===== src/dqmFramer_defines.svh =====
`ifndef DQM_FRAMER_DEFINES_SVH
`define DQM_FRAMER_DEFINES_SVH

// Frame header contents
`define DQM_SYNC_WORD 16'hEB90
`define DQM_VERSION 4'h1
`define DQM_HDR_BITS 48

// Configuration field widths
`define DQM_LEN_WIDTH 14
`define DQM_DIV_WIDTH 16

// Bits per ping or pong buffer, at least the largest payload length
`define DQM_FIFO_DEPTH 16384

`endif


===== src/dqmBusPkg.sv =====
`include "dqmFramer_defines.svh"

package dqmBusPkg;

    typedef struct packed {
        logic        cyc;
        logic        stb;
        logic        we;
        logic [3:0]  adr;
        logic [31:0] dat;
        logic [3:0]  sel;
    } wbReqT;

    typedef struct packed {
        logic        ack;
        logic [31:0] dat;
    } wbRspT;

    typedef struct packed {
        logic                      enable;
        logic [`DQM_LEN_WIDTH-1:0] payloadLength;
        logic [`DQM_DIV_WIDTH-1:0] clksPerBit;
        logic [15:0]               dqm;
    } cfgT;

    // Word addresses
    localparam logic [3:0] REG_CTRL    = 4'h0;
    localparam logic [3:0] REG_LENGTH  = 4'h1;
    localparam logic [3:0] REG_DIVIDER = 4'h2;
    localparam logic [3:0] REG_DQM     = 4'h3;
    localparam logic [3:0] REG_OVERRUN = 4'h4;

endpackage


===== src/dqmRegs.sv =====
`timescale 1ns/1ps
`include "dqmFramer_defines.svh"

module dqmRegs
    import dqmBusPkg::*;
(
    input  logic  clk,
    input  logic  reset,
    input  wbReqT wbReq,
    output wbRspT wbRsp,
    input  logic  overrunPulse,
    output cfgT   cfg
);

    logic        ackReg;
    logic [31:0] datReg;
    logic        accept;
    logic [31:0] readData;
    logic [31:0] wrData;
    logic [15:0] overrunCount;

    function automatic logic [31:0] mergeBytes(input logic [31:0] oldVal,
                                               input logic [31:0] newVal,
                                               input logic [3:0]  byteSel);
        logic [31:0] result;
        for (int i = 0; i < 4; i++) begin
            result[8*i +: 8] = byteSel[i] ? newVal[8*i +: 8] : oldVal[8*i +: 8];
        end
        return result;
    endfunction

    // Ack low in between, so one ack per access
    assign accept = wbReq.cyc && wbReq.stb && !ackReg;
    assign wrData = mergeBytes(readData, wbReq.dat, wbReq.sel);
    assign wbRsp = '{ack: ackReg, dat: datReg};

    always_comb begin
        readData = '0;
        case (wbReq.adr)
            REG_CTRL:    readData[0] = cfg.enable;
            REG_LENGTH:  readData[`DQM_LEN_WIDTH-1:0] = cfg.payloadLength;
            REG_DIVIDER: readData[`DQM_DIV_WIDTH-1:0] = cfg.clksPerBit;
            REG_DQM:     readData[15:0] = cfg.dqm;
            REG_OVERRUN: readData[15:0] = overrunCount;
            default:     readData = '0;
        endcase
    end

    always_ff @(posedge clk) begin
        if (reset) begin
            ackReg <= 1'b0;
            cfg <= '0;
            overrunCount <= '0;
        end else begin
            ackReg <= accept;
            if (overrunPulse && overrunCount != '1) begin
                overrunCount <= overrunCount + 1'b1;
            end
            if (accept && wbReq.we) begin
                case (wbReq.adr)
                    REG_CTRL:    cfg.enable <= wrData[0];
                    REG_LENGTH:  cfg.payloadLength <= wrData[`DQM_LEN_WIDTH-1:0];
                    REG_DIVIDER: cfg.clksPerBit <= wrData[`DQM_DIV_WIDTH-1:0];
                    REG_DQM:     cfg.dqm <= wrData[15:0];
                    // Any write clears the counter
                    REG_OVERRUN: overrunCount <= '0;
                    default:     ;
                endcase
            end
        end
    end

    always_ff @(posedge clk) begin
        if (accept) begin
            datReg <= readData;
        end
    end

endmodule


===== config.mk =====
export PLATFORM = sky130hd
export DESIGN_NAME = dqmRegs
export DESIGN_NICKNAME = d
export VERILOG_FILES = /design/src/dqmBusPkg.sv /design/src/dqmRegs.sv
export VERILOG_INCLUDE_DIRS = /design/src
export SDC_FILE = /design/constraint.sdc
export NUM_CORES = 1
export LEC_CHECK = 0
export BUFFER_PORTS_ARGS = -buffer_cell sky130_fd_sc_hd__buf_4
export CAP_MARGIN = 20
export CORE_ASPECT_RATIO = 0.9
export CORE_MARGIN = 2
export CORE_UTILIZATION = 24
export DETAILED_ROUTE_END_ITERATION = 10
export SETUP_SLACK_MARGIN = 0.4
export SYNTH_ARGS = -nofsm -noshare
export SYNTH_HDL_FRONTEND = slang
export SYNTH_SLANG_ARGS = --single-unit

===== constraint.sdc =====
create_clock -name clk -period 2.69 [get_ports clk]
set_input_delay 0.807 -clock clk [delete_from_list [all_inputs] [get_ports clk]]
set_output_delay 0.807 -clock clk [all_outputs]
set_load 0.005 [all_outputs]

# Word-level counts from Yosys, hierarchy flattened
# Index checks and enable logic that the tools add are counted.
# word_totals
out_inout_bits,80
elab_cells,31
ff_bits,80
# classes
muxes,8
eq_ne,5
n_reduce_logical,10
n_addsub,1
# ops
cell,n
$pmux 13 s4,1
$mux 16,3
$add 16x1->16 const B,1
$mux 8,2
$ne 16x16->1 const B,1
$eq 4x2->1 const B,2
$reduce_and 2->1,4
$pmux 2 s3,1
$pmux 1 s5,1
$eq 4x1->1 const B,1
$eq 4x3->1 const B,1
$logic_and 1x1->1,4
$logic_not 4->1,1
$logic_not 1->1,1

# Depth between registers and ports, before layout
# depth
depth_word,5
depth_mapped,7

# Least setup slack after synthesis
# Ideal clock, no wire load.
# synth_path
kind,input to register
start,in wbReq[42] in the netlist's numbering
end,reg cfg[20] in the netlist's numbering
path_buffers,2
required_ns,2.630
arrival_time_ns,2.378
path_stages,7
setup_time_ns,0.060
setup_slack_ns,0.252
path_cell_list,nand3b_1 -> clkinv_1 -> and3_1 -> clkbuf_1 -> nor2_1 -> buf_2 -> a32o_1
# synth_between
elab_chain_cells,4
# synth_lines
element,line_no,text
from (decl),dqmRegs.sv:9,"input wbReqT wbReq,"
$logic_and 1x1->1 (2 in series),dqmRegs.sv:33,assign accept = wbReq.cyc && wbReq.stb && !ackReg;
net accept,dqmRegs.sv:17,logic accept;
$logic_and 1x1->1,dqmRegs.sv:59,if (accept && wbReq.we) begin
$reduce_and 2->1 (no line),-,
to (decl),dqmRegs.sv:12,output cfgT cfg
# The timed path passes the listed nets, and every way through them passes these cells.
# A chain may end at the register's enable or synchronous reset.

# Worst setup path in the final report
# layout_path
start,in wbReq[39] in the netlist's numbering
end,reg cfg[34] in the netlist's numbering
# layout_between
elab_chain_cells,3
# layout_lines
element,line_no,text
"$eq 4x3->1, or another cell as far along",dqmRegs.sv:39,case (wbReq.adr)
$pmux 13 s4,dqmRegs.sv:39,
$mux 8,dqmRegs.sv:27,result[8*i +: 8] = byteSel[i] ? newVal[8*i +: 8] : oldVal[8*i +: 8];
# Parallel ways exist; a longest one is shown, timed or not.

==> out/results.ini <==
[placement]
dp_slack_ns = 0.0168
numPortBuffers = 91
gp_congestion = 0.794
dpl.cell_count = 686
dp_hpwl_mm = 8.35

[timing]
max_freq_mhz = 483
rsz0062_at_grt = false
fin_ws_ns = 0.621
fin_crit_sh = 0.769
worst_pin_slew_ns = 0.741
layout_min_cycle_time_ns = 2.07
hold_viol = 0
report.final.slew_viol_count = 0
finalClockSkew_ns = 0.00775
slew_headroom = 0.504
finalSetupViolCount = 0
finalSetupTns_ns = 0
holdWs_ns = 0.494

[critical_path]
cp_max_fo = 13
rrSetupSlack_ns = 0.65
crit_path_start_kind = input pin
critPathKind = input pin to register
r2r_cells = 5
required_ns = 2.96
reg2reg_to = overrunCount[9]
crit_arrival_ns = 2.34
end_kind = register
r2r-start = overrunCount[0]

[clock_tree]
htreeDepth = 3
cts_sinks = 80
insertion_delay_ns = 0.34
cts_root_buffer = clkbuf_16
cts_tree = built
clk_path_buf_depth = 2
cts_buffers = 9
clkTransAtPathRegs_ns = 0.06

[power]
ir_drop_mv = 0.298
p_leak_nw = 2.18
power_mw = 2.63
power_density_nw_per_um2 = 511

[drt]
route.detailed.drc = 0
wl_per_cell_um = 16.3
ant_nets = 0
drtIter0Drc = 282
avgViaCountPerCell = 5.02
vias = 3535
routed_wl_mm = 11.5
dr.pass1.iters = 5

[yosys]
async_flop_share = 0
syn_area_per_cell_um2 = 9.85
yosysWarnings = 0
netlist_area_um2 = 3930
synth_cells = 399
ys_types = 50
synth-main-ff-cell = dfxtp_1
synth-seq-cells = 80
synth-seq-area-share = 0.448
synth_edf_count = 16

[final_layout]
n_fill_cell = 1662
insertedDiodeCount = 0
area_delta_synth_final_pct = 30.8
nets = 540
drive_above_1_share = 0.292
final_cell_count_no_fill = 704

[global_routing]
grt_overflow_total = 0
grt_usage = 0.130
antenna_found_initial = 0
grt_max_degree = 45
grt_pass1_vias = 3456
grt_pass1_wl_mm = 18.3

[die]
initial_utilization = 0.244
ioPinCount = 126
die-area_um2 = 17400
die_h_um = 125
row_count = 44
die_w_um = 139
core_um2 = 16100

[min_path]
worstHoldPathCells = 1
hp-start = cfg[5]
min_path_type = register to register
min_to = cfg[5]

[job]
maxCapViolCount = 0

[status]
status = finished, final reports clean

-- synth_stat cells, drive strengths merged (2+ instances only) --
master,number,area share
or3,7,0.011
mux2,15,0.043
o41ai,2,0.0064
clkinv,2,0.0019
mux2i,5,0.013
and3,3,0.0048
nor3,2,0.0025
o32ai,4,0.0089
nor4,4,0.0080
a31oi,4,0.0064
nor2,10,0.0096
inv,10,0.0096
edfxtp,16,0.12
and4,4,0.0089
nand3b,7,0.013
buf,27,0.045
nand4,5,0.0080
dfxtp,64,0.33
a22o,2,0.0045
nor4b,2,0.0045
a21oi,12,0.015
o21a,2,0.0038
or4,5,0.0096
clkbuf,13,0.012
a32o,39,0.099
nand2b,16,0.025
nand2,40,0.038
o21ai,25,0.032
and3b,26,0.058
nand3,11,0.015
-- repair_timing --
item | in CTS | in global routing
endpoints found under the hold margin | 0 | 0
endpoints found under the setup margin | 13 | 0
setup buffers | 0 | 0
hold buffers | 0 | 0
gates resized for setup | 1 | 0
-- per-layer routing --
layer / up-vias / wire [um] / GRT usage
met2: 135 / 5350 / 0.211
met1: 1695 / 5210 / 0.170
li1: 1694 / - / -
met5: - / 0 / 0
met4: 0 / 100 / 0.0309
met3: 11 / 813 / 0.0387
-- registers in the layout, indices dropped and copies added, names as in the netlist --
signal        count
ackReg            1
cfg              47
datReg           16
overrunCount     16
-- report_power, final --
part           internal (mW)  total (mW)  switching [mW]
clock                  0.706        1.18           0.471
combinational         0.0868       0.206           0.119
sequential              1.24        1.25         0.00970
-- worst max-delay path: stages --
cell      delay, ns
buf_4          0.15
nor4bb_1       0.39
nand3_1        0.18
nor2_2         0.55
a32o_1         0.27
-- per-stage QoR --
step / utilization / instance area [um^2]
global placement: 0.301 / 4830
global route: 0.320 / 5140
detailed placement: 0.301 / 4830
finish: 0.320 / 5140
floorplan: - / 3990
CTS: 0.318 / 5110
-- kinds of logic (layout without fill, tap and decap cells) --
family,after synthesis,count (layout),share of synthesized area
AOI/OAI and AO/OA,97,97,0.192
adders and majority gates,1,1,0.00318
other,1,16,0.000954
DFF,80,80,0.448
buffers and inverters,52,135,0.0691
and+or+nand+nor,146,146,0.226
muxes,20,20,0.0557
xor gates and xnor gates,2,2,0.00446
-- how the worst max path moves through the flow --
stage / start / to / slack [ns] / cells past startpoint
finish: wbReq[39] / cfg[34] / 0.62 / 5
global route: overrunCount[0] / overrunCount[3] / 0.41 / 5
CTS: wbReq[39] / cfg[13] / 0.52 / 5
detailed placement: wbReq[39] / cfg[37] / 0.02 / 5
global placement: wbReq[39] / cfg[45] / 0.1 / 5
floorplan: wbReq[39] / cfg[20] / 0.46 / 7
-- layout by cell type (no fill, tap or decap), types with 10 or more instances in the layout --
master / n
inv_1: 10
and3b_1: 26
nand2b_1: 16
edfxtp_1: 16
o21ai_0: 23
nand2_1: 40
nand3_1: 10
a32o_1: 39
a21oi_1: 12
mux2_2: 15
dfxtp_1: 64
buf_4: 106
conb_1: 16
-- cell type report --
| type | count | area (um^2) | area share |
|---|---|---|---|
| multi-input cells | 282 | 1970 | 0.383 |
| flip-flops and latches | 80 | 1760 | 0.343 |
| repair buffers | 108 | 827 | 0.161 |
| well taps | 207 | 259 | 0.0504 |
| clock buffers | 10 | 229 | 0.0446 |
| clock inverters | 5 | 48.8 | 0.00950 |
| inverters | 12 | 46.3 | 0.00901 |
No activity file was read; power rests on OpenSTA's default activity.
