===== src/dqmFramer_defines.svh =====
`ifndef DQM_FRAMER_DEFINES_SVH
`define DQM_FRAMER_DEFINES_SVH

// Frame header contents
`define DQM_SYNC_WORD 16'hEB90
`define DQM_VERSION 4'h1
`define DQM_HDR_BITS 48

// Configuration field widths
`define DQM_LEN_WIDTH 14
`define DQM_DIV_WIDTH 16

// Bits per ping or pong buffer, at least the largest payload length
`define DQM_FIFO_DEPTH 16384

`endif


===== src/dqmFramePkg.sv =====
`include "dqmFramer_defines.svh"

package dqmFramePkg;

    typedef struct packed {
        logic [15:0] sync;
        logic [11:0] reserved;
        logic [3:0]  version;
        logic [15:0] dqm;
    } dqmHeaderFieldsT;

    // Filled by field, sent MSB first as raw bits
    typedef union packed {
        logic [`DQM_HDR_BITS-1:0] raw;
        dqmHeaderFieldsT          fields;
    } dqmHeaderT;

    typedef struct packed {
        logic bitEn;
        logic bitVal;
    } payloadStreamT;

    typedef struct packed {
        logic bitEn;
        logic bitVal;
        logic startOfFrame;
    } serialStreamT;

    typedef enum logic {
        PING = 1'b0,
        PONG = 1'b1
    } bufSelT;

    typedef enum logic {
        WR_FLUSH,
        WR_WRITE
    } writerStateT;

    typedef enum logic [1:0] {
        SER_IDLE,
        SER_WAIT,
        SER_HEADER,
        SER_PAYLOAD
    } serStateT;

endpackage


===== src/dqmBusPkg.sv =====
`include "dqmFramer_defines.svh"

package dqmBusPkg;

    typedef struct packed {
        logic        cyc;
        logic        stb;
        logic        we;
        logic [3:0]  adr;
        logic [31:0] dat;
        logic [3:0]  sel;
    } wbReqT;

    typedef struct packed {
        logic        ack;
        logic [31:0] dat;
    } wbRspT;

    typedef struct packed {
        logic                      enable;
        logic [`DQM_LEN_WIDTH-1:0] payloadLength;
        logic [`DQM_DIV_WIDTH-1:0] clksPerBit;
        logic [15:0]               dqm;
    } cfgT;

    // Word addresses
    localparam logic [3:0] REG_CTRL    = 4'h0;
    localparam logic [3:0] REG_LENGTH  = 4'h1;
    localparam logic [3:0] REG_DIVIDER = 4'h2;
    localparam logic [3:0] REG_DQM     = 4'h3;
    localparam logic [3:0] REG_OVERRUN = 4'h4;

endpackage


===== src/dqmPayloadWriter.sv =====
`timescale 1ns/1ps
`include "dqmFramer_defines.svh"

module dqmPayloadWriter
    import dqmFramePkg::*, dqmBusPkg::*;
(
    input  logic          clk,
    input  logic          reset,
    input  cfgT           cfg,
    input  payloadStreamT payloadIn,
    input  logic          pingEmpty,
    input  logic          pongEmpty,
    output payloadStreamT pingWr,
    output payloadStreamT pongWr,
    output logic          frameReady,
    output bufSelT        readSel,
    output logic          overrunPulse
);

    writerStateT               state;
    bufSelT                    writeSel;
    logic [`DQM_LEN_WIDTH-1:0] bitCount;
    logic [`DQM_LEN_WIDTH-1:0] lastIdx;
    logic                      nextEmpty;

    // Length zero counts as a one-bit frame
    assign lastIdx = (cfg.payloadLength == '0) ? '0 : cfg.payloadLength - 1'b1;
    assign nextEmpty = (writeSel == PING) ? pongEmpty : pingEmpty;

    always_ff @(posedge clk) begin
        if (reset) begin
            state <= WR_FLUSH;
            writeSel <= PING;
            bitCount <= '0;
            pingWr <= '0;
            pongWr <= '0;
            frameReady <= 1'b0;
            readSel <= PING;
            overrunPulse <= 1'b0;
        end else begin
            pingWr <= '0;
            pongWr <= '0;
            frameReady <= 1'b0;
            overrunPulse <= 1'b0;
            case (state)
                WR_FLUSH: begin
                    // Input bits are dropped until both buffers drain
                    if (cfg.enable && pingEmpty && pongEmpty) begin
                        state <= WR_WRITE;
                        writeSel <= PING;
                        bitCount <= '0;
                    end
                end
                WR_WRITE: begin
                    if (!cfg.enable) begin
                        state <= WR_FLUSH;
                    end else if (payloadIn.bitEn) begin
                        if (writeSel == PING) begin
                            pingWr <= payloadIn;
                        end else begin
                            pongWr <= payloadIn;
                        end
                        if (bitCount >= lastIdx) begin
                            bitCount <= '0;
                            frameReady <= 1'b1;
                            readSel <= writeSel;
                            writeSel <= (writeSel == PING) ? PONG : PING;
                            // Other buffer still being sent
                            if (!nextEmpty) begin
                                overrunPulse <= 1'b1;
                                state <= WR_FLUSH;
                            end
                        end else begin
                            bitCount <= bitCount + 1'b1;
                        end
                    end
                end
                default: state <= WR_FLUSH;
            endcase
        end
    end

endmodule


===== config.mk =====
export PLATFORM = sky130hd
export DESIGN_NAME = dqmPayloadWriter
export DESIGN_NICKNAME = d
export VERILOG_FILES = /design/src/dqmFramePkg.sv /design/src/dqmBusPkg.sv /design/src/dqmPayloadWriter.sv
export VERILOG_INCLUDE_DIRS = /design/src
export SDC_FILE = /design/constraint.sdc
export NUM_CORES = 1
export LEC_CHECK = 0
export BUFFER_PORTS_ARGS = -buffer_cell sky130_fd_sc_hd__buf_4
export CORE_MARGIN = 2
export CORE_UTILIZATION = 53
export CTS_CLUSTER_SIZE = 20
export DETAILED_ROUTE_END_ITERATION = 16
export HOLD_SLACK_MARGIN = 0.06
export PLACE_DENSITY = 0.95
export RECOVER_POWER = 50
export SLEW_MARGIN = 30
export SYNTH_ARGS = -nofsm -noshare
export SYNTH_HDL_FRONTEND = slang
export SYNTH_SLANG_ARGS = --single-unit

===== constraint.sdc =====
create_clock -name clk -period 5.24 [get_ports clk]
set_input_delay 0.262 -clock clk [delete_from_list [all_inputs] [get_ports clk]]
set_output_delay 0.262 -clock clk [all_outputs]
set_load 0.01 [all_outputs]

# After elaboration in Yosys (flattened, before gate mapping)
# Index checks and enable logic that the tools add are counted.
# classes
n_eq_ne	4
n_lt_le_gt_ge	1
n_bitwise	5
n_addsub	2
n_reduce_logical	10
mux	23
# op_table
op	n
14-bit 2-to-1 mux	5
14-bit case mux with 2 select lines	1
5-bit OR reduction	3
14-bit by 1-bit adder with 14-bit output (second input constant)	1
14-bit greater-or-equal comparator	1
14-bit zero test	1
14-bit by 1-bit subtractor with 14-bit output (second input constant)	1
1-bit 2-to-1 mux	13
4-bit AND reduction	2
2-bit inequality test (second input constant)	3
1-bit inverter	5
2-bit 2-to-1 mux	2
1-bit case mux with 2 select lines	2
4-bit OR reduction	1
3-bit AND reduction	1
1-bit logical AND	2
2-bit by 1-bit inequality test with 1-bit output (second input constant)	1
# word_totals
elab_cells	55
ff_bits	23
out_inout_bits	7
inputBits	53

# Longest topological paths before layout
# logic_depth
word_depth	7
ltp_mapped	14
depth_no_buf	12

# Worst setup path after synthesis
# Ideal clock, no wire load.
# synth_timing
path_kind	input to register
start	input port cfg[32] (netlist bit)
end	register bitCount[0]
slack_ns	2.201
path_buffers	2
required_ns	5.162
t_arrival_ns	2.961
path_stages	13
cell_sequence	inv_1 -> ha_1 -> nand3_1 -> or3_4 -> or3_4 -> buf_6 -> nand2_1 -> ha_1 -> a21o_1 -> o311ai_1 -> a21oi_2 -> clkbuf_1 -> nor3_1
# synth_between
elab_chain_cells	7
elab_cells_between_ends	8
cone_classes	add/sub (1); order compare (1); mux (5); reduce/logical (1)
# synth_lines
element	line	rtl
start, declared	dqmPayloadWriter.sv:9	input cfgT cfg,
14-bit by 1-bit subtractor with 14-bit output or 14-bit zero test (tied branches)	dqmPayloadWriter.sv:27	assign lastIdx = (cfg.payloadLength == '0) ? '0 : cfg.payloadLength - 1'b1;
14-bit 2-to-1 mux (*)	dqmPayloadWriter.sv:27	
14-bit greater-or-equal comparator (*)	dqmPayloadWriter.sv:63	if (bitCount >= lastIdx) begin
14-bit 2-to-1 mux (*)	dqmPayloadWriter.sv:63	
14-bit 2-to-1 mux (*)	dqmPayloadWriter.sv:57	end else if (payloadIn.bitEn) begin
14-bit 2-to-1 mux (*)	dqmPayloadWriter.sv:55	if (!cfg.enable) begin
14-bit case mux with 2 select lines (*)	dqmPayloadWriter.sv:45	case (state)
end signal, assigned	dqmPayloadWriter.sv:74	bitCount <= bitCount + 1'b1;
end, declared	dqmPayloadWriter.sv:22	logic [`DQM_LEN_WIDTH-1:0] bitCount;
# Every way passes the cells marked *; elsewhere a longest branch is shown, timed or not. The select of a mux whose other input is x is not followed.
# A chain may end at the register's enable or synchronous reset.

# Worst setup path in the final report
# layout_timing
start	input port cfg[32] (netlist bit)
end	register writeSel
# layout_between
elab_chain_cells	5
elab_cells_between_ends	6
cone_classes	add/sub (1); order compare (1); eq/ne (1); mux (1); reduce/logical (2)
# layout_lines
element	line	rtl
14-bit by 1-bit subtractor with 14-bit output or 14-bit zero test (tied branches)	dqmPayloadWriter.sv:27	
14-bit 2-to-1 mux (*)	dqmPayloadWriter.sv:27	
14-bit greater-or-equal comparator (*)	dqmPayloadWriter.sv:63	
2-bit by 1-bit inequality test with 1-bit output (no source line) (*)	n/a	
4-bit AND reduction (no source line) (*)	n/a	
end signal, assigned	dqmPayloadWriter.sv:67	writeSel <= (writeSel == PING) ? PONG : PING;
end, declared	dqmPayloadWriter.sv:21	bufSelT writeSel;
# Every way passes the cells marked *; elsewhere a longest branch is shown, timed or not.

==> impl_metrics.ini <==
[finish]
num_antenna_cells = 0
syn2layout_area_growth_pct = 13.0
finalNetCount = 287
layout-drive-gt1-share_pct = 13.8

[sta]
rsz0062_at_grt = no
slew_viol_final = 0
tightest_slew_ns = 1.33
relSlewSlack_pct = 11.5
finalCritPeriodShare_pct = 76.0
final_hold_viol_count = 0
max_freq_ghz = 0.251
fin_setup_tns_ns = 0
finalClockSkew_ns = 0.00528
setup_viol = 0
min_period_ns = 3.98

[synthesis]
yosysTopAreaCell = dfxtp_1
yosys-top-cells-count = dfxtp_1, nand2_1, ha_1, nor3_1, xor2_1
yosysMostFrequentCell = dfxtp_1
ys.flop_type = dfxtp_1
synthesis.area_um2 = 1610
synth_cell_types = 39
synth_top_area_share_pct = 28.5
yosys-top-cells-area = dfxtp_1, ha_1, xor2_1
syn-num-nets = 260
ys_warn_count = 0
synth-seq-cells = 23
syn_avg_cell_area_um2 = 8.44
async_flop_share_pct = 0
syn_inst = 191
synth-edff-count = 0
synth_seq_area_share_pct = 28.5

[setup_path]
startpoint_type = input port
arrival_ns = 4.21
worstPathMaxFanout = 17
crit_required_ns = 5.47
path_class = input port to flop
worstSetupEndpointType = flop

[power_and_ir_drop]
finalPower_uw = 310
ir_worst_vdd_mv = 0.165
clkPwrFrac_pct = 27.3
power_density_nw_per_um2 = 170
switchingPower_uw = 81.9
switching_share_pct = 26.4
seq_power_share_pct = 57.0
combPwrFrac_pct = 15.7
internal-power_uw = 228
leakagePower_uw = 0.000801

[die]
fp.dieW_um = 59.2
fp.coreArea_um2 = 2980
top_level_ports = 60
initial_core_util_pct = 54.2
rows = 20
die_y_um = 59.2
dieArea_um2 = 3500

[routing]
wl_um = 3260
antenna_left = 0
vias = 1465
drcViolationCount = 0
drtIter0Drc = 48
via_per_inst = 5.86
wl_per_cell_um = 13.0
dr.pass1.iters = 4

[clock_network]
cts_resized = 0
post_cts_buffers = 0
cts_tree = yes
h-tree-depth = 1
worstSkewPairLatency_ns = 0.32
clkTransAtPathRegs_ns = 0.13
cts_hold_buffers = 0
cts_sinks = 23
cts_root_buffer = clkbuf_4
cts_made_buffers = 3
clockBufferDepth = 2

[placement]
numPortBuffers = 27
place.gp.congestion = 0.888
place.detailed.hpwl_um = 2630

[run]
cap_violations = 0

[hold_path]
hold_class = input port to flop

[global_route]
grt_pass1_wl_um = 5820
track_usage_pct = 21.4
grt_max_degree = 18
grt_pass1_vias = 1394
grtUsageMet2_pct = 37.8
use_met1_pct = 25.0
busiest_layer = met2
gr-total-overflow = 0
globalRouteMet3Util_pct = 5.24
antenna_found_initial = 0

[outcome]
status = finished clean
## critical path: stages
cell and delay [ns]:
buf_4 0.12, inv_1 0.06, ha_1 0.20, nand3_1 0.18, or3_4 0.44, or3_1 0.48, and2_0 0.23, ha_1 0.16
nand2b_1 0.13, a21oi_1 0.15, o311ai_0 0.27, a21oi_1 1.11, mux2_2 0.42
## metrics by stage
step | util [%] | worst slack [ns] | instance area, um2 | hold slack, ns | cells
floorplan | - | 2.20 | 1610 | 0.384 | 191
global placement | 61.4 | 1.56 | 1830 | 0.465 | 246
detailed placement | 61.4 | 1.49 | 1830 | 0.468 | 246
CTS | 62.4 | 1.82 | 1860 | 0.140 | 250
global route | 61.2 | 0.995 | 1820 | 0.128 | 250
finish | 61.2 | 1.26 | 1820 | 0.145 | 250
## final timing paths
path,endpoint,slack [ns],cells after the start,startpoint
max,writeSel$_SDFFE_PP0P_,1.26,13,cfg[32]
min,pingWr[0]$_SDFF_PP0_,0.15,2,payloadIn[0]
max reg2reg,writeSel$_SDFFE_PP0P_,2.34,6,bitCount[13]$_SDFFE_PP0P_
min reg2reg,readSel$_SDFFE_PP0P_,0.48,2,readSel$_SDFFE_PP0P_
## metal layers
metal / routed length [um] / vias to the layer above
li1: - / 736
met1: 1410 / 686
met2: 1650 / 35
met3: 142 / 8
met4: 53 / 0
met5: 0 / -
## cells in the final DEF, fill, tap and decap left out, types with 4 or more instances in the layout
| master | instances |
|---|---|
| xor2_1 | 14 |
| nor2_1 | 12 |
| nor3_1 | 16 |
| a21oi_1 | 10 |
| clkbuf_1 | 7 |
| and3_1 | 4 |
| and2_1 | 4 |
| buf_4 | 20 |
| nand3_1 | 6 |
| inv_1 | 6 |
| xnor2_1 | 7 |
| ha_1 | 16 |
| nand2_1 | 22 |
| dfxtp_1 | 23 |
| nand4_1 | 6 |
## power groups by stage
stage	sequential, uW	clock (uW)	combinational (uW)
after floorplan	180	0	26.6
after global placement	180	0	46.2
after detailed placement	181	0	48.5
after CTS	177	87.4	48.8
after global routing	177	96.0	54.6
final	177	84.6	48.7
## logic make-up (layout without fill, tap and decap cells)
family                   count (synthesis)  after routing  share of synthesized area [%]
AND/OR/NAND/NOR                         94             94                           32.6
flip-flops                              23             23                           28.5
AO/OA/AOI/OAI                           21             21                           8.69
XOR/XNOR                                21             21                           11.4
adder cells (fa/ha/maj)                 16             16                           12.4
buffers and inverters                   11             37                           3.10
multiplexers                             5              5                           3.26
## layout make-up
class | count | area (um2)
clock inverter | 1 | 5.00
clock buffer | 3 | 22.5
tap | 33 | 41.3
timing repair buffer | 27 | 176
fill | 278 | 1160
sequential | 23 | 460
multi-input combinational | 157 | 1090
inverter | 6 | 22.5
## state kept, by name (all words and copies together) (netlist names)
register      flops
bitCount         14
pingWr            2
pongWr            2
frameReady        1
overrunPulse      1
readSel           1
state             1
writeSel          1
Power figures use the tool's default switching activity.
