### src/dqmFramer_defines.svh
`ifndef DQM_FRAMER_DEFINES_SVH
`define DQM_FRAMER_DEFINES_SVH

// Frame header contents
`define DQM_SYNC_WORD 16'hEB90
`define DQM_VERSION 4'h1
`define DQM_HDR_BITS 48

// Configuration field widths
`define DQM_LEN_WIDTH 14
`define DQM_DIV_WIDTH 16

// Bits per ping or pong buffer, at least the largest payload length
`define DQM_FIFO_DEPTH 16384

`endif

### src/dqmFramePkg.sv
`include "dqmFramer_defines.svh"

package dqmFramePkg;

    typedef struct packed {
        logic [15:0] sync;
        logic [11:0] reserved;
        logic [3:0]  version;
        logic [15:0] dqm;
    } dqmHeaderFieldsT;

    // Filled by field, sent MSB first as raw bits
    typedef union packed {
        logic [`DQM_HDR_BITS-1:0] raw;
        dqmHeaderFieldsT          fields;
    } dqmHeaderT;

    typedef struct packed {
        logic bitEn;
        logic bitVal;
    } payloadStreamT;

    typedef struct packed {
        logic bitEn;
        logic bitVal;
        logic startOfFrame;
    } serialStreamT;

    typedef enum logic {
        PING = 1'b0,
        PONG = 1'b1
    } bufSelT;

    typedef enum logic {
        WR_FLUSH,
        WR_WRITE
    } writerStateT;

    typedef enum logic [1:0] {
        SER_IDLE,
        SER_WAIT,
        SER_HEADER,
        SER_PAYLOAD
    } serStateT;

endpackage

### src/dqmBusPkg.sv
`include "dqmFramer_defines.svh"

package dqmBusPkg;

    typedef struct packed {
        logic        cyc;
        logic        stb;
        logic        we;
        logic [3:0]  adr;
        logic [31:0] dat;
        logic [3:0]  sel;
    } wbReqT;

    typedef struct packed {
        logic        ack;
        logic [31:0] dat;
    } wbRspT;

    typedef struct packed {
        logic                      enable;
        logic [`DQM_LEN_WIDTH-1:0] payloadLength;
        logic [`DQM_DIV_WIDTH-1:0] clksPerBit;
        logic [15:0]               dqm;
    } cfgT;

    // Word addresses
    localparam logic [3:0] REG_CTRL    = 4'h0;
    localparam logic [3:0] REG_LENGTH  = 4'h1;
    localparam logic [3:0] REG_DIVIDER = 4'h2;
    localparam logic [3:0] REG_DQM     = 4'h3;
    localparam logic [3:0] REG_OVERRUN = 4'h4;

endpackage

### src/dqmFrameSerializer.sv
`timescale 1ns/1ps
`include "dqmFramer_defines.svh"

module dqmFrameSerializer
    import dqmFramePkg::*, dqmBusPkg::*;
(
    input  logic         clk,
    input  logic         reset,
    input  cfgT          cfg,
    input  logic         frameReady,
    input  bufSelT       readSel,
    input  logic         pingHead,
    input  logic         pongHead,
    input  logic         pingEmpty,
    input  logic         pongEmpty,
    output logic         pingRd,
    output logic         pongRd,
    output serialStreamT serialOut
);

    localparam int hdrBits = `DQM_HDR_BITS;

    serStateT                  state;
    logic [`DQM_DIV_WIDTH-1:0] divCount;
    logic                      tick;
    logic [`DQM_LEN_WIDTH-1:0] bitCount;
    logic [`DQM_LEN_WIDTH-1:0] lastIdx;
    dqmHeaderT                 freshHeader;
    dqmHeaderT                 headerSr;
    bufSelT                    curSel;
    bufSelT                    pendSel;
    bufSelT                    nextSel;
    logic                      pending;
    logic                      nextReady;
    logic                      curEmpty;
    logic                      curHead;
    logic                      bitTick;

    // One tick every clksPerBit+1 clocks
    always_ff @(posedge clk) begin
        if (reset) begin
            divCount <= '0;
        end else if (tick) begin
            divCount <= cfg.clksPerBit;
        end else begin
            divCount <= divCount - 1'b1;
        end
    end

    assign tick = (divCount == '0);

    // DQM is taken at the tick that sends the first header bit
    always_comb begin
        freshHeader.fields.sync = `DQM_SYNC_WORD;
        freshHeader.fields.reserved = '0;
        freshHeader.fields.version = `DQM_VERSION;
        freshHeader.fields.dqm = cfg.dqm;
    end

    assign lastIdx = (cfg.payloadLength == '0) ? '0 : cfg.payloadLength - 1'b1;
    assign curEmpty = (curSel == PING) ? pingEmpty : pongEmpty;
    assign curHead = (curSel == PING) ? pingHead : pongHead;
    assign bitTick = tick && !curEmpty;
    assign nextReady = pending || frameReady;
    assign nextSel = pending ? pendSel : readSel;

    always_ff @(posedge clk) begin
        if (reset) begin
            state <= SER_IDLE;
            bitCount <= '0;
            curSel <= PING;
            pendSel <= PING;
            pending <= 1'b0;
        end else begin
            // Hold a frame that completes while another is being sent
            if (frameReady) begin
                pending <= 1'b1;
                pendSel <= readSel;
            end
            if (state != SER_IDLE && curEmpty) begin
                // Buffer was flushed, abandon the frame
                state <= SER_IDLE;
                pending <= 1'b0;
            end else begin
                case (state)
                    SER_IDLE: begin
                        if (nextReady) begin
                            state <= SER_WAIT;
                            curSel <= nextSel;
                            pending <= pending && frameReady;
                        end
                    end
                    SER_WAIT: begin
                        if (bitTick) begin
                            state <= SER_HEADER;
                            bitCount <= `DQM_LEN_WIDTH'(hdrBits - 2);
                        end
                    end
                    SER_HEADER: begin
                        if (bitTick) begin
                            if (bitCount == '0) begin
                                state <= SER_PAYLOAD;
                                bitCount <= lastIdx;
                            end else begin
                                bitCount <= bitCount - 1'b1;
                            end
                        end
                    end
                    SER_PAYLOAD: begin
                        if (bitTick) begin
                            if (bitCount != '0) begin
                                bitCount <= bitCount - 1'b1;
                            end else if (nextReady) begin
                                // Back-to-back frame, header on the next tick
                                state <= SER_WAIT;
                                curSel <= nextSel;
                                pending <= pending && frameReady;
                            end else begin
                                state <= SER_IDLE;
                            end
                        end
                    end
                    default: state <= SER_IDLE;
                endcase
            end
        end
    end

    always_ff @(posedge clk) begin
        if (state == SER_WAIT && bitTick) begin
            headerSr.raw <= {freshHeader.raw[hdrBits-2:0], 1'b0};
        end else if (state == SER_HEADER && bitTick) begin
            headerSr.raw <= {headerSr.raw[hdrBits-2:0], 1'b0};
        end
    end

    always_comb begin
        serialOut = '0;
        pingRd = 1'b0;
        pongRd = 1'b0;
        case (state)
            SER_WAIT: begin
                serialOut.bitEn = bitTick;
                serialOut.startOfFrame = bitTick;
                serialOut.bitVal = freshHeader.raw[hdrBits-1];
            end
            SER_HEADER: begin
                serialOut.bitEn = bitTick;
                serialOut.bitVal = headerSr.raw[hdrBits-1];
            end
            SER_PAYLOAD: begin
                serialOut.bitEn = bitTick;
                serialOut.bitVal = curHead;
                pingRd = bitTick && (curSel == PING);
                pongRd = bitTick && (curSel == PONG);
            end
            default: serialOut = '0;
        endcase
    end

endmodule

### config.mk
export PLATFORM = sky130hd
export DESIGN_NAME = dqmFrameSerializer
export DESIGN_NICKNAME = d
export VERILOG_FILES = /design/src/dqmFramePkg.sv /design/src/dqmBusPkg.sv /design/src/dqmFrameSerializer.sv
export VERILOG_INCLUDE_DIRS = /design/src
export SDC_FILE = /design/constraint.sdc
export NUM_CORES = 1
export LEC_CHECK = 0
export BUFFER_PORTS_ARGS = -buffer_cell sky130_fd_sc_hd__buf_2
export CORE_MARGIN = 4
export CORE_UTILIZATION = 53
export DETAILED_ROUTE_END_ITERATION = 12
export PLACE_DENSITY = 0.75
export SETUP_SLACK_MARGIN = 0.5
export SLEW_MARGIN = 15
export SYNTH_ARGS = -nofsm -noshare
export SYNTH_HDL_FRONTEND = slang
export SYNTH_SLANG_ARGS = --single-unit
### constraint.sdc
create_clock -name clk -period 2.7 [get_ports clk]
set_clock_uncertainty 0.2 [all_clocks]
set_input_delay 0.405 -clock clk [delete_from_list [all_inputs] [get_ports clk]]
set_output_delay 0.405 -clock clk [all_outputs]
set_load 0.03 [all_outputs]
# After elaboration in Yosys (flattened, before gate mapping)
# Index checks and enable logic that the tools add are counted.
# classes
addsub	3
eq_ne	10
muxes	34
n_bitwise	2
reduce_logical	22
# ops
op	count
two-way mux 14 bit	6
one-hot mux 14 bit (3 select lines)	1
two-way mux 17 bit	2
zero test 14 bit	2
subtractor 14 x 1 -> 14 bit (second input constant)	2
zero test 16 bit	1
two-way mux 16 bit	1
subtractor 16 x 1 -> 16 bit (second input constant)	1
two-way mux 1 bit	14
inequality test 2 bit (second input constant)	7
nonzero test 14 bit	1
two-way mux 2 bit	6
AND reduction 6 bit	2
one-hot mux 2 bit (4 select lines)	1
logical AND 1 bit	7
one-hot mux 2 bit (3 select lines)	1
nonzero test 2 bit	3
== test 2 bit (second input constant)	2
one-hot mux 1 bit (2 select lines)	2
AND reduction 4 bit	1
nonzero test 3 bit	1
== test 2 x 1 -> 1 bit (second input constant)	1
zero test 2 bit	1
NOT 1 bit	2
other kinds (3)	3
# word_totals
reg_bits	82
input_bits	55
output_inout_bits	5
word_cells	79

# Logic depth before layout (Yosys ltp)
# depth
ltp_word	6
depth_mapped	10
mapped_depth_nobuf	8

# Worst setup path before layout
# Ideal clock, no wire load.
# synth_timing
path_type	register to output
start	register divCount[6]
end	output serialOut[2] (netlist bit)
arrival_time_ns	1.945
required_time_ns	2.095
slack_ns	0.150
path_stages_with_launch	5
n_path_buf	1
cell_sequence	dfxtp_1 > nor4_2 > nand4b_1 > buf_6 > nor4_1
# synth_lines
element	line_no	text
start: declaration	dqmFrameSerializer.sv:24	logic [`DQM_DIV_WIDTH-1:0] divCount;
start signal: assignment	dqmFrameSerializer.sv:44	divCount <= cfg.clksPerBit;
start signal: assignment	dqmFrameSerializer.sv:46	divCount <= divCount - 1'b1;
end: declaration	dqmFrameSerializer.sv:18	output serialStreamT serialOut

# Worst setup path in the final report
# layout_timing
start	register divCount[9]
end	output pongRd
# layout_between
elab_chain_cells	4
# layout_rtl
element	line_no	text
zero test 16 bit	dqmFrameSerializer.sv:50	assign tick = (divCount == '0);
logical AND 1 bit	dqmFrameSerializer.sv:63	assign bitTick = tick && !curEmpty;
logical AND 1 bit	dqmFrameSerializer.sv:155	pongRd = bitTick && (curSel == PONG);
two-way mux 1 bit	dqmFrameSerializer.sv:141	case (state)
end: declaration	dqmFrameSerializer.sv:17	output logic pongRd,
# No other way between the ends.

==> out/results.tsv <==
stage	metric	value	unit
synth	synth_async_sr_flop_share	0	%
clocking	htree_levels	3	
final_layout	fin_nets	672	
floorplanning	fp.dieH	98.2	microns
critical_path	critPathSlowestCell	dfxtp_2	
placed_design	place.detailed.hpwl	6680	microns
clocking	tritoncts	done	
placed_design	port-buffer-count	58	
sta	final.min_clock_period	2.36	ns
routing	route.detailed.drc	0	
flow_run	max_cap_violations	0	
synth	post_synthesis_register_bit_count	82	
final_layout	antenna-diode-count	0	
routing	routed-via-count	4200	
min_path	holdCritPathClass	input port to register	
clocking	cts-root-to-sink-buffers	2	
floorplanning	horizontal_die_dimension	98.2	microns
critical_path	regToRegSetupSlack	0.39	ns
critical_path	critPathArrivalTime	1.76	ns
global_routing	globalRouteOverflowTotal	0	
placed_design	final_gp_congestion	0.875	
critical_path	crit_required	2.10	ns
global_routing	number_of_antenna_violations_at_the_first_check_in_global_routing	0	
synth	most_frequently_used_flop_master_after_synthesis	dfxtp_1	
placed_design	dp_cells	665	
critical_path	crit_path_frequent_cell	buf_6	
sta	fin_crit_sh	87.5	%
global_routing	grt_pass1_vias	3865	
sta	slew_viol_final	0	
floorplanning	area_of_the_placeable_core	7810	sq um
final_layout	final_common_cell	nand2_1	
clocking	ctsRootBufferMaster	clkbuf_8	
critical_path	timing.critical_path.fanout_max	5	
floorplanning	floorplan.initialDensity	55.3	%
clocking	clock_insertion_delay_worst_skew	0.37	ns
power	cellLeakagePower	2.27	nW
routing	detailed_route_wire_length_per_cell	16.3	microns
synth	synth_cells	520	
critical_path	critPathCaptureType	output port	
critical_path	timing_worst_setup_path_type	register to output port	
critical_path	cp.buffers_inverters	2	
final_layout	most-common-layout-cells	nand2_1 (94), dfxtp_1 (59), nor2_1 (56), buf_2 (53)	
floorplanning	die_area	9650	sq um
sta	finalSetupViolations	0	
critical_path	critical-path-max-stage-delay	0.35	ns
synth	syn-num-nets	585	
sta	post_route_setup_tns	0	ns
final_layout	layout.cells.non_filler	714	
routing	ant_nets	0	
synth	syn_avg_cell_area	8.30	sq um
global_routing	grt_first_pass_wirelength	18300	microns
floorplanning	num_ports	60	
synth	synth-warning-count	0	
floorplanning	fp-row-count	32	
final_layout	area_delta_synth_final	30.1	%
routing	route.detailed.vias_per_inst	5.88	
critical_path	critical_path.cell_chain	nor4_4 -> nand4b_1 -> buf_6 -> nor2_8 -> and3_4 -> buf_6	
critical_path	critical-path-top-delay-family	simple AND/OR/NAND/NOR gates	
routing	drt_pass1_iterations	8	
synth	synth_area	4310	sq um
synth	synth_edf_count	16	
power	post-layout-total-power	6.22	mW
global_routing	grt_start_max_net_pins	32	
sta	clock.fmax	423	MHz
sta	final-hold-violation-count	0	
clocking	clk_transition_reported_paths	0.09	ns
global_routing	grtUsageTotal	23.3	%
synth	synth-seq-area-share	41.8	%
synth	post_synth_num_cell_types	62	
final_layout	fraction_of_layout_cells_with_a_size_suffix_above_1	28.1	%
critical_path	worst_setup_path_start_kind	register	
sta	setup_repair_after_global_routing_missed_its_margin	true	
power	power_density	1110	nW/um^2
clocking	clock_sink_count	82	
power	peak_ir_drop_on_the_vdd_network	0.769	mV
routing	route.final.wire_length	11700	microns
clocking	cts.hold.buffers_added	0	
status	run_status	finished, final reports clean	
sta	tightest_pin_transition	0.447	ns
routing	drt_iter0_drc	254	
sta	relSlewSlack	69.9	%
clocking	cts_inserted_buffers	9	
[routing by layer]
| metal | GRT usage (%) | part of all wire [%] | vias up |
|---|---|---|---|
| met2 | 39.1 | 49 | 164 |
| met1 | 29.4 | 42 | 1985 |
| li1 | - | - | 2019 |
| met5 | 0 | 0 | - |
| met3 | 6.21 | 6.8 | 32 |
| met4 | 6.93 | 2.5 | 0 |
[flip-flops by register name, indices dropped and copies added, names as in the netlist]
register / count
bitCount: 14
divCount: 16
state: 2
pending: 1
pendSel: 1
curSel: 1
headerSr: 47
[power breakdown]
part	switching [mW]	internal (mW)
registers	0.385	1.56
logic	1.78	1.66
clock network	0.494	0.346
total	2.66	3.56
[stage by stage]
step                cell area (sq um)  hold WS, ns  utilization, %  setup WS, ns
floorplan                        4330        0.232               -         0.486
global placement                 4720        0.239            60.5         0.295
detailed placement               4720        0.245            60.5         0.218
CTS                              5410       0.0855            69.3         0.345
global route                     5610       0.0980            71.9         0.252
finish                           5610       0.0906            71.9         0.338
[synth_stat cells (4+ instances only)]
master	n	share of area, %
xor2_1	9	1.8
nor4_1	6	0.87
ha_1	10	2.9
clkbuf_1	14	1.2
edfxtp_1	16	11
nor2_1	58	5.0
mux2i_1	7	1.6
a21oi_1	43	5.0
a211oi_1	11	1.9
nand2_1	97	8.4
inv_1	8	0.70
dfxtp_1	66	31
nor4_2	4	1.2
buf_2	11	1.3
or3_1	4	0.58
nor3_1	19	2.2
xnor2_1	17	3.5
nand3_1	42	4.9
o21ai_0	12	1.4
[final timing paths]
check,startpoint,end,cells past startpoint
setup / recovery,divCount[9],pongRd,6
setup reg to reg,divCount[0],headerSr[6],11
hold reg to reg,headerSr[33],headerSr[33],2
hold / removal,readSel,pendSel,3
[tightest hold or removal path, stage by stage]
cell and delay, ns:
buf_2 0.09, mux2i_1 0.06, nor2_1 0.07
[what timing repair did]
action                                  CTS  global route
pin swaps                                12             5
endpoints found under the setup margin   52            86
buffers inserted                         14             9
resized for setup                        57            19
cloned                                    8             2
[area by class of cell]
| type | instances | area, sq um |
|---|---|---|
| Fill cell | 577 | 2190 |
| Sequential cell | 82 | 1820 |
| Clock inverter | 6 | 48.8 |
| Clock buffer | 10 | 128 |
| Timing Repair Buffer | 103 | 888 |
| Tap cell | 102 | 128 |
| Inverter | 9 | 36.3 |
| Multi-Input combinational cell | 402 | 2570 |
[cell families (layout without fill, tap and decap cells)]
group	Yosys count	in the layout	share of synthesized area (%)
adder cells (fa/ha/maj)	10	10	2.90
flip-flops	82	82	41.8
buffers and inverters	39	128	4.23
multiplexers	8	8	1.89
AO/OA/AOI/OAI	89	91	13.1
AND/OR/NAND/NOR	266	267	30.8
XOR/XNOR	26	26	5.28
Note: power is estimated with default switching activity, not from simulation.
